$ cat config.mk
export PLATFORM = sky130hd
export DESIGN_NAME = hawk_core
export DESIGN_NICKNAME = d
export VERILOG_FILES = /design/src/hawk_bus_pkg.sv /design/src/hawk_ctrl_pkg.sv /design/src/hawk_mem_if.sv /design/src/hawk_att_if.sv /design/src/hawk_cpu_stall.sv /design/src/hawk_zspg_scan.sv /design/src/hawk_ctrl_unit.sv /design/src/hawk_mem_arb.sv /design/src/hawk_core.sv
export SDC_FILE = /design/constraint.sdc
export NUM_CORES = 1
export LEC_CHECK = 0
export BUFFER_PORTS_ARGS = -buffer_cell sky130_fd_sc_hd__buf_4
export CAP_MARGIN = 40
export CORE_MARGIN = 8
export CORE_UTILIZATION = 50
export DETAILED_ROUTE_END_ITERATION = 12
export PLACE_DENSITY = 0.84
export RECOVER_POWER = 100
export SLEW_MARGIN = 5
export SYNTH_ARGS = -nofsm -noshare
export SYNTH_HDL_FRONTEND = slang
export SYNTH_SLANG_ARGS = --single-unit
$ cat constraint.sdc
create_clock -name clk_i -period 10.75 [get_ports clk_i]
set_input_delay 1.075 -clock clk_i [delete_from_list [all_inputs] [get_ports clk_i]]
set_output_delay 1.075 -clock clk_i [all_outputs]
set_load 0.02 [all_outputs]
$ cat src/hawk_bus_pkg.sv
package hawk_bus_pkg;

   //////////////////////////////////////////////////////////////////////
   // memory bus widths
   //////////////////////////////////////////////////////////////////////

   // line address, one unit per line
   localparam int ADDR_W = 16;

   // one cache line per beat
   localparam int DATA_W = 64;

   typedef logic [ADDR_W-1:0] mem_addr_t;
   typedef logic [DATA_W-1:0] mem_data_t;

   //////////////////////////////////////////////////////////////////////
   // arbiter source tags
   //////////////////////////////////////////////////////////////////////

   // owner of a read in flight
   typedef enum logic {
      src_cpu  = 1'b0,
      src_hawk = 1'b1
   } src_t;

endpackage

$ cat src/hawk_ctrl_pkg.sv
package hawk_ctrl_pkg;

   //////////////////////////////////////////////////////////////////////
   // page attributes and scan results
   //////////////////////////////////////////////////////////////////////

   // page index width
   localparam int PAGE_W = 8;

   typedef logic [PAGE_W-1:0] page_t;

   // handed from the scanner to the control unit
   typedef struct packed {
      page_t page;
      logic  zero;
   } scan_result_t;

endpackage

$ cat src/hawk_mem_if.sv
`timescale 1ns/1ps

interface hawk_mem_if;
   import hawk_bus_pkg::*;

   // request, master side
   logic      req_valid;
   logic      req_we;
   mem_addr_t req_addr;
   mem_data_t req_wdata;

   // request accept, slave side
   logic      req_ready;

   // read data, in request order
   logic      rsp_valid;
   mem_data_t rsp_rdata;

   modport mstr (
      output req_valid, req_we, req_addr, req_wdata,
      input  req_ready, rsp_valid, rsp_rdata
   );

   modport slv (
      input  req_valid, req_we, req_addr, req_wdata,
      output req_ready, rsp_valid, rsp_rdata
   );

endinterface

$ cat src/hawk_att_if.sv
`timescale 1ns/1ps

interface hawk_att_if;
   import hawk_ctrl_pkg::*;

   // zero-page lookup
   page_t lkup_page;
   logic  lkup_zero;

   // clear strobe on a write to a zero page
   logic  clr_valid;
   page_t clr_page;

   // page under scan
   logic  blk_valid;
   page_t blk_page;

   modport gate (
      output lkup_page, clr_valid, clr_page,
      input  lkup_zero, blk_valid, blk_page
   );

   modport ctrl (
      input  lkup_page, clr_valid, clr_page,
      output lkup_zero, blk_valid, blk_page
   );

endinterface

$ cat src/hawk_cpu_stall.sv
`timescale 1ns/1ps

module hawk_cpu_stall #(
   parameter int PAGE_LINES = 8,
   parameter int ARB_DEPTH  = 4
) (
   input  logic                    clk_i,
   input  logic                    rst_n,
   input  logic                    cpu_req_valid,
   input  logic                    cpu_req_we,
   input  hawk_bus_pkg::mem_addr_t cpu_req_addr,
   input  hawk_bus_pkg::mem_data_t cpu_req_wdata,
   output logic                    cpu_req_ready,
   output logic                    cpu_rsp_valid,
   output hawk_bus_pkg::mem_data_t cpu_rsp_rdata,
   hawk_att_if.gate                att,
   hawk_mem_if.mstr                mem
);
   import hawk_bus_pkg::*;
   import hawk_ctrl_pkg::*;

   localparam int LINE_W = $clog2(PAGE_LINES);
   localparam int FULL_W = ADDR_W - LINE_W;
   // in flight plus the one held here
   localparam int CNT_W  = $clog2(ARB_DEPTH + 2);

   logic [FULL_W-1:0] req_page;
   logic              page_fits;
   logic              is_blk;
   logic              is_zero;
   logic              slot_free;
   logic              take_fwd;
   logic              take_lcl;
   logic              rd_inc;
   logic [CNT_W-1:0]  rd_cnt;
   logic              lcl_valid;
   logic              fwd_valid;
   logic              fwd_we;
   mem_addr_t         fwd_addr;
   mem_data_t         fwd_wdata;

   //////////////////////////////////////////////////////////////////////
   // page attribute check
   //////////////////////////////////////////////////////////////////////

   assign req_page      = cpu_req_addr[ADDR_W-1:LINE_W];
   // pages beyond page_t never match the table
   assign page_fits     = (req_page >> PAGE_W) == '0;
   assign att.lkup_page = page_t'(req_page);

   assign is_blk  = page_fits && att.blk_valid && (att.blk_page == att.lkup_page);
   assign is_zero = page_fits && att.lkup_zero;

   // zero-page read, answered here once memory has no cpu read left
   assign take_lcl  = cpu_req_valid && !is_blk && is_zero && !cpu_req_we && (rd_cnt == '0);
   assign slot_free = !fwd_valid || mem.req_ready;
   assign take_fwd  = cpu_req_valid && !is_blk && !(is_zero && !cpu_req_we) && slot_free;

   assign cpu_req_ready = take_lcl || take_fwd;
   assign rd_inc        = take_fwd && !cpu_req_we;

   // write to a zero page drops the mark
   assign att.clr_valid = take_fwd && cpu_req_we && is_zero;
   assign att.clr_page  = att.lkup_page;

   //////////////////////////////////////////////////////////////////////
   // forward slot and read tracking
   //////////////////////////////////////////////////////////////////////

   always_ff @(posedge clk_i or negedge rst_n) begin
      if (!rst_n) begin
         fwd_valid <= 1'b0;
         lcl_valid <= 1'b0;
         rd_cnt    <= '0;
      end else begin
         lcl_valid <= take_lcl;
         if (take_fwd)
            fwd_valid <= 1'b1;
         else if (mem.req_ready)
            fwd_valid <= 1'b0;
         if (rd_inc && !mem.rsp_valid)
            rd_cnt <= rd_cnt + 1'b1;
         else if (!rd_inc && mem.rsp_valid)
            rd_cnt <= rd_cnt - 1'b1;
      end
   end

   always_ff @(posedge clk_i) begin
      if (take_fwd) begin
         fwd_we    <= cpu_req_we;
         fwd_addr  <= cpu_req_addr;
         fwd_wdata <= cpu_req_wdata;
      end
   end

   assign mem.req_valid = fwd_valid;
   assign mem.req_we    = fwd_we;
   assign mem.req_addr  = fwd_addr;
   assign mem.req_wdata = fwd_wdata;

   assign cpu_rsp_valid = lcl_valid || mem.rsp_valid;
   assign cpu_rsp_rdata = lcl_valid ? '0 : mem.rsp_rdata;

   // local zero data never collides with data from memory
   a_rsp_excl: assert property (@(posedge clk_i) disable iff (!rst_n)
      !(lcl_valid && mem.rsp_valid));

endmodule

$ cat src/hawk_zspg_scan.sv
`timescale 1ns/1ps

module hawk_zspg_scan #(
   parameter int PAGE_LINES = 8
) (
   input  logic                        clk_i,
   input  logic                        rst_n,
   input  logic                        start,
   input  hawk_ctrl_pkg::page_t        start_page,
   output logic                        done,
   output hawk_ctrl_pkg::scan_result_t result,
   hawk_mem_if.mstr                    mem
);
   import hawk_bus_pkg::*;
   import hawk_ctrl_pkg::*;

   localparam int LINE_W = $clog2(PAGE_LINES);

   logic              busy;
   page_t             page_q;
   logic [LINE_W:0]   iss_cnt;
   logic [LINE_W-1:0] rcv_cnt;
   logic              rcv_last;
   mem_data_t         acc;

   //////////////////////////////////////////////////////////////////////
   // read issue, one line per transfer
   //////////////////////////////////////////////////////////////////////

   // msb of iss_cnt set once every line went out
   assign mem.req_valid = busy && !iss_cnt[LINE_W];
   assign mem.req_we    = 1'b0;
   assign mem.req_addr  = mem_addr_t'({page_q, iss_cnt[LINE_W-1:0]});
   assign mem.req_wdata = '0;

   assign rcv_last = (rcv_cnt == {LINE_W{1'b1}});

   always_ff @(posedge clk_i or negedge rst_n) begin
      if (!rst_n) begin
         busy    <= 1'b0;
         done    <= 1'b0;
         iss_cnt <= '0;
         rcv_cnt <= '0;
      end else begin
         done <= 1'b0;
         if (start && !busy) begin
            busy    <= 1'b1;
            iss_cnt <= '0;
            rcv_cnt <= '0;
         end else if (busy) begin
            if (mem.req_valid && mem.req_ready)
               iss_cnt <= iss_cnt + 1'b1;
            if (mem.rsp_valid) begin
               rcv_cnt <= rcv_cnt + 1'b1;
               if (rcv_last) begin
                  busy <= 1'b0;
                  done <= 1'b1;
               end
            end
         end
      end
   end

   //////////////////////////////////////////////////////////////////////
   // line accumulator
   //////////////////////////////////////////////////////////////////////

   always_ff @(posedge clk_i) begin
      if (start && !busy) begin
         page_q <= start_page;
         acc    <= '0;
      end else if (busy && mem.rsp_valid) begin
         acc <= acc | mem.rsp_rdata;
         if (rcv_last) begin
            result.page <= page_q;
            result.zero <= ((acc | mem.rsp_rdata) == '0);
         end
      end
   end

endmodule

$ cat src/hawk_ctrl_unit.sv
`timescale 1ns/1ps

module hawk_ctrl_unit #(
   parameter int NUM_PAGES = 16
) (
   input  logic                        clk_i,
   input  logic                        rst_n,
   input  logic                        cmd_valid,
   input  hawk_ctrl_pkg::page_t        cmd_page,
   output logic                        cmd_busy,
   output logic                        cmd_done,
   output logic                        cmd_zero,
   output logic                        scan_start,
   output hawk_ctrl_pkg::page_t        scan_page,
   input  logic                        scan_done,
   input  hawk_ctrl_pkg::scan_result_t scan_result,
   hawk_att_if.ctrl                    att
);
   import hawk_ctrl_pkg::*;

   localparam int IDX_W = $clog2(NUM_PAGES);

   logic [NUM_PAGES-1:0] zero_tbl;
   logic                 cmd_take;

   function automatic logic in_tbl(page_t p);
      return p < NUM_PAGES;
   endfunction

   //////////////////////////////////////////////////////////////////////
   // command sequencing
   //////////////////////////////////////////////////////////////////////

   assign cmd_take = cmd_valid && !cmd_busy;

   always_ff @(posedge clk_i or negedge rst_n) begin
      if (!rst_n) begin
         cmd_busy   <= 1'b0;
         cmd_done   <= 1'b0;
         cmd_zero   <= 1'b0;
         scan_start <= 1'b0;
      end else begin
         scan_start <= cmd_take;
         cmd_done   <= 1'b0;
         if (cmd_take) begin
            cmd_busy <= 1'b1;
         end else if (cmd_busy && scan_done) begin
            cmd_busy <= 1'b0;
            cmd_done <= 1'b1;
            cmd_zero <= scan_result.zero;
         end
      end
   end

   always_ff @(posedge clk_i) begin
      if (cmd_take)
         scan_page <= cmd_page;
   end

   // stall cpu traffic to the page under scan
   assign att.blk_valid = cmd_busy && in_tbl(scan_page);
   assign att.blk_page  = scan_page;

   //////////////////////////////////////////////////////////////////////
   // zero-page attribute table
   //////////////////////////////////////////////////////////////////////

   always_ff @(posedge clk_i or negedge rst_n) begin
      if (!rst_n) begin
         zero_tbl <= '0;
      end else begin
         if (att.clr_valid && in_tbl(att.clr_page))
            zero_tbl[att.clr_page[IDX_W-1:0]] <= 1'b0;
         // same page as a clear is impossible, it is blocked
         if (scan_done && in_tbl(scan_result.page))
            zero_tbl[scan_result.page[IDX_W-1:0]] <= scan_result.zero;
      end
   end

   assign att.lkup_zero = in_tbl(att.lkup_page) ? zero_tbl[att.lkup_page[IDX_W-1:0]] : 1'b0;

   // one scan ends per command, never back to back
   a_done_pulse: assert property (@(posedge clk_i) disable iff (!rst_n)
      cmd_done |=> !cmd_done);

endmodule

$ cat src/hawk_mem_arb.sv
`timescale 1ns/1ps

module hawk_mem_arb #(
   parameter int ARB_DEPTH = 4
) (
   input  logic                    clk_i,
   input  logic                    rst_n,
   hawk_mem_if.slv                 hawk_m,
   hawk_mem_if.slv                 cpu_m,
   output logic                    mem_req_valid,
   output logic                    mem_req_we,
   output hawk_bus_pkg::mem_addr_t mem_req_addr,
   output hawk_bus_pkg::mem_data_t mem_req_wdata,
   input  logic                    mem_req_ready,
   input  logic                    mem_rsp_valid,
   input  hawk_bus_pkg::mem_data_t mem_rsp_rdata
);
   import hawk_bus_pkg::*;

   localparam int PTR_W = $clog2(ARB_DEPTH);
   localparam int CNT_W = $clog2(ARB_DEPTH + 1);

   src_t             cand;
   src_t             lock_src;
   logic             locked;
   logic             pick_hawk;
   logic             push;
   logic             pop;
   logic             tag_full;
   src_t             tag_mem [ARB_DEPTH];
   logic [PTR_W-1:0] wr_ptr;
   logic [PTR_W-1:0] rd_ptr;
   logic [CNT_W-1:0] tag_cnt;

   //////////////////////////////////////////////////////////////////////
   // request select, scanner first
   //////////////////////////////////////////////////////////////////////

   always_comb begin
      if (locked)
         cand = lock_src;
      else if (hawk_m.req_valid)
         cand = src_hawk;
      else
         cand = src_cpu;
   end

   assign pick_hawk = (cand == src_hawk);
   assign tag_full  = (tag_cnt == CNT_W'(ARB_DEPTH));

   // full fifo cannot appear while locked, no push until transfer
   assign mem_req_valid = (pick_hawk ? hawk_m.req_valid : cpu_m.req_valid) && !tag_full;
   assign mem_req_we    = pick_hawk ? hawk_m.req_we    : cpu_m.req_we;
   assign mem_req_addr  = pick_hawk ? hawk_m.req_addr  : cpu_m.req_addr;
   assign mem_req_wdata = pick_hawk ? hawk_m.req_wdata : cpu_m.req_wdata;

   assign hawk_m.req_ready = mem_req_valid && mem_req_ready && pick_hawk;
   assign cpu_m.req_ready  = mem_req_valid && mem_req_ready && !pick_hawk;

   //////////////////////////////////////////////////////////////////////
   // read tag fifo
   //////////////////////////////////////////////////////////////////////

   assign push = mem_req_valid && mem_req_ready && !mem_req_we;
   assign pop  = mem_rsp_valid;

   always_ff @(posedge clk_i or negedge rst_n) begin
      if (!rst_n) begin
         locked   <= 1'b0;
         lock_src <= src_cpu;
         wr_ptr   <= '0;
         rd_ptr   <= '0;
         tag_cnt  <= '0;
      end else begin
         // hold the grant until the request goes through
         locked   <= mem_req_valid && !mem_req_ready;
         lock_src <= cand;
         if (push)
            wr_ptr <= (wr_ptr == PTR_W'(ARB_DEPTH - 1)) ? '0 : wr_ptr + 1'b1;
         if (pop)
            rd_ptr <= (rd_ptr == PTR_W'(ARB_DEPTH - 1)) ? '0 : rd_ptr + 1'b1;
         if (push && !pop)
            tag_cnt <= tag_cnt + 1'b1;
         else if (!push && pop)
            tag_cnt <= tag_cnt - 1'b1;
      end
   end

   always_ff @(posedge clk_i) begin
      if (push)
         tag_mem[wr_ptr] <= cand;
   end

   // steer read data by the oldest tag
   assign hawk_m.rsp_valid = mem_rsp_valid && (tag_mem[rd_ptr] == src_hawk);
   assign cpu_m.rsp_valid  = mem_rsp_valid && (tag_mem[rd_ptr] == src_cpu);
   assign hawk_m.rsp_rdata = mem_rsp_rdata;
   assign cpu_m.rsp_rdata  = mem_rsp_rdata;

   // memory answers only reads it was given
   a_no_orphan: assert property (@(posedge clk_i) disable iff (!rst_n)
      mem_rsp_valid |-> (tag_cnt != '0));

endmodule

$ cat src/hawk_core.sv
`timescale 1ns/1ps

module hawk_core #(
   parameter int PAGE_LINES = 8,
   parameter int NUM_PAGES  = 16,
   parameter int ARB_DEPTH  = 4
) (
   input  logic                    clk_i,
   input  logic                    rst_n,

   // cpu side
   input  logic                    cpu_req_valid,
   input  logic                    cpu_req_we,
   input  hawk_bus_pkg::mem_addr_t cpu_req_addr,
   input  hawk_bus_pkg::mem_data_t cpu_req_wdata,
   output logic                    cpu_req_ready,
   output logic                    cpu_rsp_valid,
   output hawk_bus_pkg::mem_data_t cpu_rsp_rdata,

   // memory side
   output logic                    mem_req_valid,
   output logic                    mem_req_we,
   output hawk_bus_pkg::mem_addr_t mem_req_addr,
   output hawk_bus_pkg::mem_data_t mem_req_wdata,
   input  logic                    mem_req_ready,
   input  logic                    mem_rsp_valid,
   input  hawk_bus_pkg::mem_data_t mem_rsp_rdata,

   // scan commands
   input  logic                    cmd_valid,
   input  hawk_ctrl_pkg::page_t    cmd_page,
   output logic                    cmd_busy,
   output logic                    cmd_done,
   output logic                    cmd_zero
);
   import hawk_ctrl_pkg::*;

   logic         scan_start;
   page_t        scan_page;
   logic         scan_done;
   scan_result_t scan_result;

   hawk_att_if att_bus ();
   hawk_mem_if cpu_bus ();
   hawk_mem_if hawk_bus ();

   //////////////////////////////////////////////////////////////////////
   // input side, processing, output side
   //////////////////////////////////////////////////////////////////////

   hawk_cpu_stall #(.PAGE_LINES(PAGE_LINES), .ARB_DEPTH(ARB_DEPTH)) u_cpu_stall (
      .clk_i, .rst_n,
      .cpu_req_valid, .cpu_req_we, .cpu_req_addr, .cpu_req_wdata,
      .cpu_req_ready, .cpu_rsp_valid, .cpu_rsp_rdata,
      .att (att_bus.gate),
      .mem (cpu_bus.mstr)
   );

   hawk_ctrl_unit #(.NUM_PAGES(NUM_PAGES)) u_ctrl_unit (
      .clk_i, .rst_n,
      .cmd_valid, .cmd_page, .cmd_busy, .cmd_done, .cmd_zero,
      .scan_start, .scan_page, .scan_done, .scan_result,
      .att (att_bus.ctrl)
   );

   hawk_zspg_scan #(.PAGE_LINES(PAGE_LINES)) u_zspg_scan (
      .clk_i, .rst_n,
      .start      (scan_start),
      .start_page (scan_page),
      .done       (scan_done),
      .result     (scan_result),
      .mem        (hawk_bus.mstr)
   );

   hawk_mem_arb #(.ARB_DEPTH(ARB_DEPTH)) u_mem_arb (
      .clk_i, .rst_n,
      .hawk_m (hawk_bus.slv),
      .cpu_m  (cpu_bus.slv),
      .mem_req_valid, .mem_req_we, .mem_req_addr, .mem_req_wdata,
      .mem_req_ready, .mem_rsp_valid, .mem_rsp_rdata
   );

endmodule

* Word-level counts from Yosys, hierarchy flattened *
Memory sizes are Yosys's and may differ from the RTL's.
Cells that the tools add are included.

word-level totals
  register bits = 213
  bits in latches = 0
  bits in writable memories = 4
  bits in read-only memories = 0
  input port bits = 159
  logic and storage cells = 165
  memories = 1

operators by class
  add/sub/neg operators = 8
  multipliers = 0
  divide/modulo/power cells = 0
  $lt $le $gt $ge = 7
  equality and inequality tests = 5
  shift-type cells = 0
  multiplexer cells = 45
  bitwise gates (word level) = 6
  reduce and logical (&&, ||, !) cells = 68

memories
  memory             words  width  rd ports  clocked after memory_dff  write ports  line                text
  u_mem_arb.tag_mem  4      1      1         0                         1            hawk_mem_arb.sv:30  src_t tag_mem [ARB_DEPTH];

operators with widths
  cell                                                                          count
  64-bit 2-to-1 mux                                                             2
  64-bit zero test                                                              1
  64-bit bitwise OR                                                             1
  16-bit 2-to-1 mux                                                             3
  1-bit logical AND                                                             36
  8-bit by 5-bit less-than comparator with 1-bit output, second input constant  3
  1-bit 2-to-1 mux                                                              24
  3-bit 2-to-1 mux                                                              7
  16-bit AND                                                                    1
  16-bit bitwise mux                                                            1
  16-bit inverter                                                               1
  1-bit zero test                                                               15
  2-bit nonzero test                                                            7
  13-bit zero test                                                              1
  4-bit 2-to-1 mux                                                              3
  4-bit by 5-bit less-than comparator with 1-bit output, second input constant  2
  3-bit by 1-bit adder with 3-bit output, second input constant                 3
  1-bit demux with 4-bit select                                                 2
  8-bit equality test                                                           1
  4-bit by 1-bit >= comparator with 1-bit output, second input constant         2
  3-bit equality test, second input constant                                    2
  2-bit AND reduction                                                           3
  3-bit by 1-bit subtractor with 3-bit output, second input constant            2
  2-bit by 1-bit adder with 2-bit output, second input constant                 2
  other kinds (8)                                                               14

* Longest topological paths before layout *
Gate-level depths: netlist of the first run.

  depth after elaboration = 16
  depth in mapped cells = 14
  depth with buffers taken out = 11

* By module *
From an unflattened synthesis of the first run, not the netlist that was laid out.

unflattened totals
  cells, all modules = 1162
  area total of the unflattened synthesis = 11177.0 um^2

by module, submodules not included
  module          instances  cells an instance  area an instance (um^2)
  hawk_zspg_scan  1          377                3647.2
  hawk_cpu_stall  1          211                3405.8
  hawk_mem_arb    1          445                2666.3
  hawk_ctrl_unit  1          129                1457.6

* Worst setup path before layout of the first run *
Ideal clock, no wire load.

  path kind = in2reg
  from = in cpu_req_addr[4]
  to = reg u_cpu_stall.fwd_addr[0] (netlist: u_cpu_stall.mem.req_addr[0]) (enable)
  setup time = 0.435 ns
  arrival = 3.879 ns
  required time = 10.315 ns
  path slack = 6.437 ns
  cell stages on the path = 7
  path buffers = 2
  cells stage by stage = buf_6 -> mux4_1 -> mux2i_1 -> mux2_4 -> buf_6 -> o31ai_1 -> inv_1

between the ends
  longest elaborated chain between the ends = 8

RTL lines
  element                                    line                  text
  from (decl)                                hawk_core.sv:14       input hawk_bus_pkg::mem_addr_t cpu_req_addr,
  1-bit binary-select mux with 4-bit select  hawk_ctrl_unit.sv:80  assign att.lkup_zero = in_tbl(att.lkup_page) ? zero_tbl[att.lkup_page[IDX_W-1:0]] : 1'b0;
  1-bit 2-to-1 mux (not written as such)     hawk_ctrl_unit.sv:80
  1-bit 2-to-1 mux                           hawk_ctrl_unit.sv:80
  1-bit logical AND                          hawk_cpu_stall.sv:52  assign is_zero = page_fits && att.lkup_zero;
  1-bit logical AND                          hawk_cpu_stall.sv:57  assign take_fwd = cpu_req_valid && !is_blk && !(is_zero && !cpu_req_we) && slot_free;
  1-bit zero test                            hawk_cpu_stall.sv:57
  1-bit logical AND (*) (2 in series)        hawk_cpu_stall.sv:57
  net u_cpu_stall.take_fwd                   hawk_cpu_stall.sv:32  logic take_fwd;
  to (signal assigned)                       hawk_cpu_stall.sv:91  fwd_addr <= cpu_req_addr;
  to (decl)                                  hawk_cpu_stall.sv:39  mem_addr_t fwd_addr;

Mark *: on every way through the listed nets, which the timed path passes. The rest lies on a longest branch. The select of a mux whose other input is x is not followed.
A chain may end at the register's enable or synchronous reset.

* Worst setup path in the final report of the first run *
  from = in cpu_req_addr[4]
  to = reg u_cpu_stall.fwd_wdata[46] (netlist: u_cpu_stall.mem.req_wdata[46]) (enable)

between the ends
  longest elaborated chain between the ends = 8

RTL lines
  element                                    line                  text
  1-bit binary-select mux with 4-bit select  hawk_ctrl_unit.sv:80
  1-bit 2-to-1 mux (not written as such)     hawk_ctrl_unit.sv:80
  1-bit 2-to-1 mux                           hawk_ctrl_unit.sv:80
  1-bit logical AND                          hawk_cpu_stall.sv:52
  1-bit logical AND                          hawk_cpu_stall.sv:57
  1-bit zero test                            hawk_cpu_stall.sv:57
  1-bit logical AND (*) (2 in series)        hawk_cpu_stall.sv:57
  net u_cpu_stall.take_fwd                   hawk_cpu_stall.sv:32
  to (signal assigned)                       hawk_cpu_stall.sv:92  fwd_wdata <= cpu_req_wdata;
  to (decl)                                  hawk_cpu_stall.sv:40  mem_data_t fwd_wdata;

Marked as above.

==> results.sh, run 1 <==
export IMPL_status="finished, violations left"
export IMPL_violations="capacitance limit, slew limit"
export IMPL_ys_seq_area_share_pct=61.73
export IMPL_skew_ns=0.01177
export IMPL_maxCapViolCount=7
export IMPL_cts_tree="yes"
export IMPL_drt_wl_total_um=28210
export IMPL_fin_crit_ns=6.413
export IMPL_antenna_found_initial=3
export IMPL_first_iter_violations=510
export IMPL_wire_per_inst_um=21.31
export IMPL_syn_to_final_growth_pct=28.46
export IMPL_yosys_top_cells_area="edfxtp_1 36%, dfxtp_1 14%, dfrtp_1 12%"
export IMPL_cts_resized=0
export IMPL_arrival_ns=6.47
export IMPL_clock_latency_ns=0.50
export IMPL_vias_per_cell=5.616
export IMPL_post_cts_buffers=0
export IMPL_finalHoldViolCount=0
export IMPL_hp_class="reg -> reg"
export IMPL_grt_ovfl_total=0
export IMPL_yosys_cell_types_count=47
export IMPL_synth_edf_count=110
export IMPL_grt_max_degree=77
export IMPL_io_pins=310
export IMPL_critPathCaptureType="flip-flop"
export IMPL_final_util_pct=65.58
export IMPL_fp_row_count=49
export IMPL_cp_required_ns=10.81
export IMPL_root_buffer="clkbuf_16"
export IMPL_rsz0062_at_grt="no"
export IMPL_synthesis_instances=782
export IMPL_worstSetupPathType="in -> reg"
export IMPL_synth_nets=953
export IMPL_dieArea_sq_mm=0.02293
export IMPL_startpoint_type="primary input"
export IMPL_max_slew_worst_pin_slew_ns=3.470
export IMPL_coreArea_sq_mm=0.01796
export IMPL_p_total_w=0.003186
export IMPL_finalMaxSlewViolations=391
export IMPL_synth_area_leader_cell="edfxtp_1"
export IMPL_hpwlAfterDp_um=20930
export IMPL_globalplace_congestion=0.8944
export IMPL_die_x_um=151.4
export IMPL_period_share_pct=59.66
export IMPL_max_slew_margin_pct=-131.3
export IMPL_synth_top_cell_area_share_pct=36.02
export IMPL_start_util_pct=51.05
export IMPL_max_freq_mhz=155.9
export IMPL_final_antenna_net_count=0
export IMPL_track_usage_pct=24.17
export IMPL_async_flop_share_pct=19.82
export IMPL_irDropWorstVdd_mv=0.2011
export IMPL_setup_viol=0
export IMPL_dieHeight_um=151.4
export IMPL_syn_area_sq_mm=0.009170
export IMPL_path_clk_slew_ns=0.06
export IMPL_synth_seq_cells=217
export IMPL_drcViolationCount=0
export IMPL_first_pass_iters=5
export IMPL_place_area_sq_mm=0.01167
export IMPL_num_vias=7435
export IMPL_grt_pass1_wl_um=42470
export IMPL_clockBufferDepth=3
export IMPL_drive_above_1_share_pct=19.76
export IMPL_ys_warn_count=0
export IMPL_leakage_nw=4.740
export IMPL_final_nets=1248
export IMPL_fin_area_sq_mm=0.01178
export IMPL_grt_pass1_vias=7561
export IMPL_synthFlopType="edfxtp_1"
export IMPL_cts_hold_buf=0
export IMPL_crit_fanout=44
export IMPL_io_buffers=309
export IMPL_htree_num_levels=1
export IMPL_clock_sinks=217
export IMPL_syn_area_per_cell_sq_um=11.73
export IMPL_tns_ns=0
export IMPL_numCtsBuffers=23
export IMPL_power_density_mw_per_mm2=270.5
==> critical path, stage by stage <==
cell and delay [ns]:
clkbuf_1 0.35, mux4_1 0.62, mux2i_1 0.15, mux2_1 0.53, o31ai_1 0.13, clkbuf_1 0.21
clkinv_1 0.08, clkbuf_1 1.49, clkbuf_1 1.82
==> where the power goes <==
part / total [W] / switching (W) / internal, W
Combinational: 0.00112 / 0.000754 / 0.000363
Clock: 0.000804 / 0.000312 / 0.000492
Sequential: 0.00127 / 0.000125 / 0.00114
==> cells in the final DEF (no fill, tap or decap), types with 5 or more instances in the layout <==
master | Yosys | final
nor2b_1 | 72 | 72
mux2_1 | 0 | 7
clkbuf_4 | 0 | 80
edfxtp_1 | 110 | 110
o21ai_0 | 6 | 7
xor2_1 | 5 | 5
nor2_1 | 84 | 84
ha_1 | 10 | 10
dfrtp_1 | 43 | 43
o31a_1 | 12 | 12
nor4_1 | 35 | 35
inv_1 | 11 | 10
a21oi_1 | 64 | 64
clkbuf_1 | 41 | 169
and3_1 | 76 | 75
dfxtp_1 | 64 | 64
nand2_1 | 24 | 24
clkbuf_16 | 0 | 23
o31ai_1 | 5 | 5
xnor2_1 | 7 | 7
clkinv_2 | 0 | 5
buf_4 | 0 | 71
mux2_2 | 25 | 23
nand4_1 | 26 | 26
==> logic make-up after synthesis <==
logic type / share of synthesized area (%)
flip-flops: 61.73
XOR/XNOR: 1.146
AO/OA/AOI/OAI: 6.222
adder cells (fa/ha/maj): 1.801
buffers and inverters: 2.674
multiplexers: 5.717
AND/OR/NAND/NOR: 20.71
==> through the flow <==
stage | hold slack (ns) | cells | setup slack [ns]
final | 0.4556 | 1324 | 4.337
after detailed placement | 0.4437 | 1281 | 6.715
after global routing | 0.4762 | 1324 | 3.896
after floorplan | 0.4222 | 782 | 6.437
after CTS | 0.4575 | 1322 | 6.674
after global placement | 0.4285 | 1278 | 6.740
==> state kept, by name (all words and copies together), names as in the netlist, 4 cells and up <==
register                   flops
u_cpu_stall.mem.req_addr      16
u_cpu_stall.mem.req_wdata     64
u_ctrl_unit.att.blk_page       8
u_ctrl_unit.zero_tbl          16
u_mem_arb.tag_mem              4
u_zspg_scan.acc               64
u_zspg_scan.iss_cnt            4
u_zspg_scan.page_q             8
u_zspg_scan.result             9
==> Yosys cell counts, types with 2 or more instances <==
master,number
edfxtp_1,110
nor2_1,84
and3_1,76
nor2b_1,72
a21oi_1,64
dfxtp_1,64
dfrtp_1,43
clkbuf_1,41
nor4_1,35
nand4_1,26
mux2_2,25
nand2_1,24
o31a_1,12
inv_1,11
ha_1,10
and2_1,7
xnor2_1,7
o21ai_0,6
mux2_4,5
o31ai_1,5
xor2_1,5
buf_2,4
mux2i_1,4
mux4_1,4
nand2b_1,4
nand3_1,4
nor3_1,4
or4_1,3
a21o_1,2
buf_6,2
fa_1,2
nor3b_1,2
==> cell type report <==
cell class | instances | area, sq um
multi-input combinational | 505 | 3247
antenna | 2 | 5.005
inverter | 12 | 45.04
clock buffer | 29 | 638.1
timing repair buffer | 318 | 1760
sequential | 217 | 5660
clock inverter | 12 | 137.6
tap | 229 | 286.5
fill | 1492 | 6183
==> path summary, 6_finish.rpt <==
path | cells after the start | slack (ns) | startpoint | endpoint
worst max register to register | 8 | 4.98 | u_ctrl_unit.zero_tbl[6] | u_cpu_stall.mem.req_wdata[46]
min in group asynchronous | 1 | 1.29 | rst_n | u_ctrl_unit.zero_tbl[12]
worst min register to register | 0 | 0.46 | u_ctrl_unit.att.blk_page[4] | u_zspg_scan.page_q[4]
max in group asynchronous | 1 | 8.11 | rst_n | u_zspg_scan.rcv_cnt[0]
worst min-delay path | 0 | 0.46 | u_ctrl_unit.att.blk_page[4] | u_zspg_scan.page_q[4]
worst max-delay path | 9 | 4.34 | cpu_req_addr[4] | u_cpu_stall.mem.req_wdata[46]
==> per-layer routing <==
metal / routed length (um) / vias to the layer above / GRT usage [%]
met4: 969 / 2 / 9.253
li1: - / 3430 / -
met1: 10300 / 3551 / 27.23
met2: 14130 / 395 / 41.91
met5: 13 / - / 0
met3: 2798 / 57 / 7.738
(Power assumes the default switching activity.)
==> run 2, diff against run 1 <==
- clock period: 10.75 -> 6.7 ns (I/O delays scaled with it)
==> results.sh, run 2 (same netlist as run 1, synthesis figures left out) <==
export IMPL_clock_sinks=217
export IMPL_grt_pass1_wl_um=42710
export IMPL_antenna_found_initial=1
export IMPL_coreArea_sq_mm=0.01796
export IMPL_io_pins=310
export IMPL_startpoint_type="flip-flop"
export IMPL_drcViolationCount=0
export IMPL_max_freq_mhz=213.3
export IMPL_arrival_ns=4.02
export IMPL_final_antenna_net_count=0
export IMPL_grt_pass1_vias=7530
export IMPL_crit_fanout=71
export IMPL_final_nets=1245
export IMPL_leakage_nw=4.685
export IMPL_post_cts_buffers=0
export IMPL_cts_resized=0
export IMPL_max_slew_margin_pct=-121.0
export IMPL_layout_commonest_cell="clkbuf_1"
export IMPL_finalHoldViolCount=0
export IMPL_track_usage_pct=24.23
export IMPL_critPathCaptureType="primary output"
export IMPL_worstSetupPathType="reg -> out"
export IMPL_start_util_pct=51.05
export IMPL_period_share_pct=69.97
export IMPL_power_density_mw_per_mm2=427.6
export IMPL_io_buffers=309
export IMPL_irDropWorstVdd_mv=0.3066
export IMPL_skew_ns=0.01329
export IMPL_wire_per_inst_um=21.33
export IMPL_numCtsBuffers=22
export IMPL_n_antenna_cell=0
export IMPL_cp_required_ns=6.03
export IMPL_first_pass_iters=5
export IMPL_cts_tree="yes"
export IMPL_fin_crit_ns=4.688
export IMPL_max_slew_worst_pin_slew_ns=3.315
export IMPL_hpwlAfterDp_um=20980
export IMPL_post_place_cells=1279
export IMPL_status="finished, violations left"
export IMPL_dieArea_sq_mm=0.02293
export IMPL_vias_per_cell=5.597
export IMPL_drt_wl_total_um=28140
export IMPL_syn_to_final_growth_pct=27.44
export IMPL_globalplace_congestion=0.8774
export IMPL_maxCapViolCount=6
export IMPL_rsz0062_at_grt="no"
export IMPL_p_total_w=0.004996
export IMPL_grt_max_degree=77
export IMPL_path_clk_slew_ns=0.07
export IMPL_fillers=1459
export IMPL_final_util_pct=65.06
export IMPL_finalMaxSlewViolations=390
export IMPL_grt_ovfl_total=0
export IMPL_first_iter_violations=645
export IMPL_hp_class="in -> reg"
export IMPL_num_vias=7383
export IMPL_die_x_um=151.4
export IMPL_cts_hold_buf=0
export IMPL_drive_above_1_share_pct=19.08
export IMPL_clockBufferDepth=3
export IMPL_mostFrequentLayoutCells="171 x clkbuf_1, 110 x edfxtp_1, 84 x nor2_1"
export IMPL_dieHeight_um=151.4
export IMPL_tns_ns=0
export IMPL_fp_row_count=49
export IMPL_violations="capacitance limit, slew limit"
export IMPL_finalNonFillerCells=1319
export IMPL_setup_viol=0
export IMPL_root_buffer="clkbuf_16"
export IMPL_htree_num_levels=1
export IMPL_clock_latency_ns=0.50
run 2: where the power goes:
group	internal (W)	switching [W]	total, W
clock	0.000709	0.000490	0.00120
combinational	0.000575	0.00120	0.00177
sequential	0.00183	0.000201	0.00203
total	0.00311	0.00189	0.00500
run 2: final timing paths:
check | start | endpoint | slack, ns | depth (start not counted)
max | u_mem_arb.locked | mem_req_addr[2] | 2.01 | 5
min reg2reg | u_zspg_scan.page_q[0] | u_zspg_scan.result[1] | 0.45 | 0
min in group asynchronous | rst_n | u_ctrl_unit.zero_tbl[12] | 0.89 | 1
min | cpu_req_wdata[30] | u_cpu_stall.mem.req_wdata[30] | 0.36 | 1
max in group asynchronous | rst_n | u_mem_arb.tag_cnt[2] | 4.44 | 1
max reg2reg | u_mem_arb.rd_ptr[0] | u_zspg_scan.result[0] | 2.43 | 4
run 2: critical path: stages (launching register included):
cell and delay [ns]:
dfrtp_1 0.40, nand2_1 0.10, clkbuf_1 1.65, and2_1 0.76, mux2_2 0.41, clkbuf_1 0.20
run 2: per-stage QoR:
stage	instance area [sq um]	hold slack [ns]	setup WS (ns)
6_report	11690	0.3627	2.012
5_1_grt	11690	0.3502	1.724
4_1_cts	12350	0.1826	3.269
3_5_place_dp	11640	0.4356	3.116
3_3_place_gp	11620	0.4314	3.266
2_1_floorplan	9170	0.3744	2.792
run 2: metal layers:
layer / track usage (%) / share of wire [%] / vias to the layer above
met5: 0 / 0.036 / -
met4: 7.224 / 2.7 / 2
met3: 5.856 / 8.4 / 57
met2: 42.80 / 51 / 357
met1: 28.64 / 38 / 3544
li1: - / - / 3423
run 2: area by class of cell:
class                   instances  area, sq um  area share, %
repair buffers                316         1747          14.95
clock buffers                  29        601.8          5.150
clock inverters                11        103.9         0.8887
inverters                      12        45.04         0.3854
well taps                     229        286.5          2.452
multi-input cells             505         3242          27.74
flip-flops and latches        217         5660          48.44
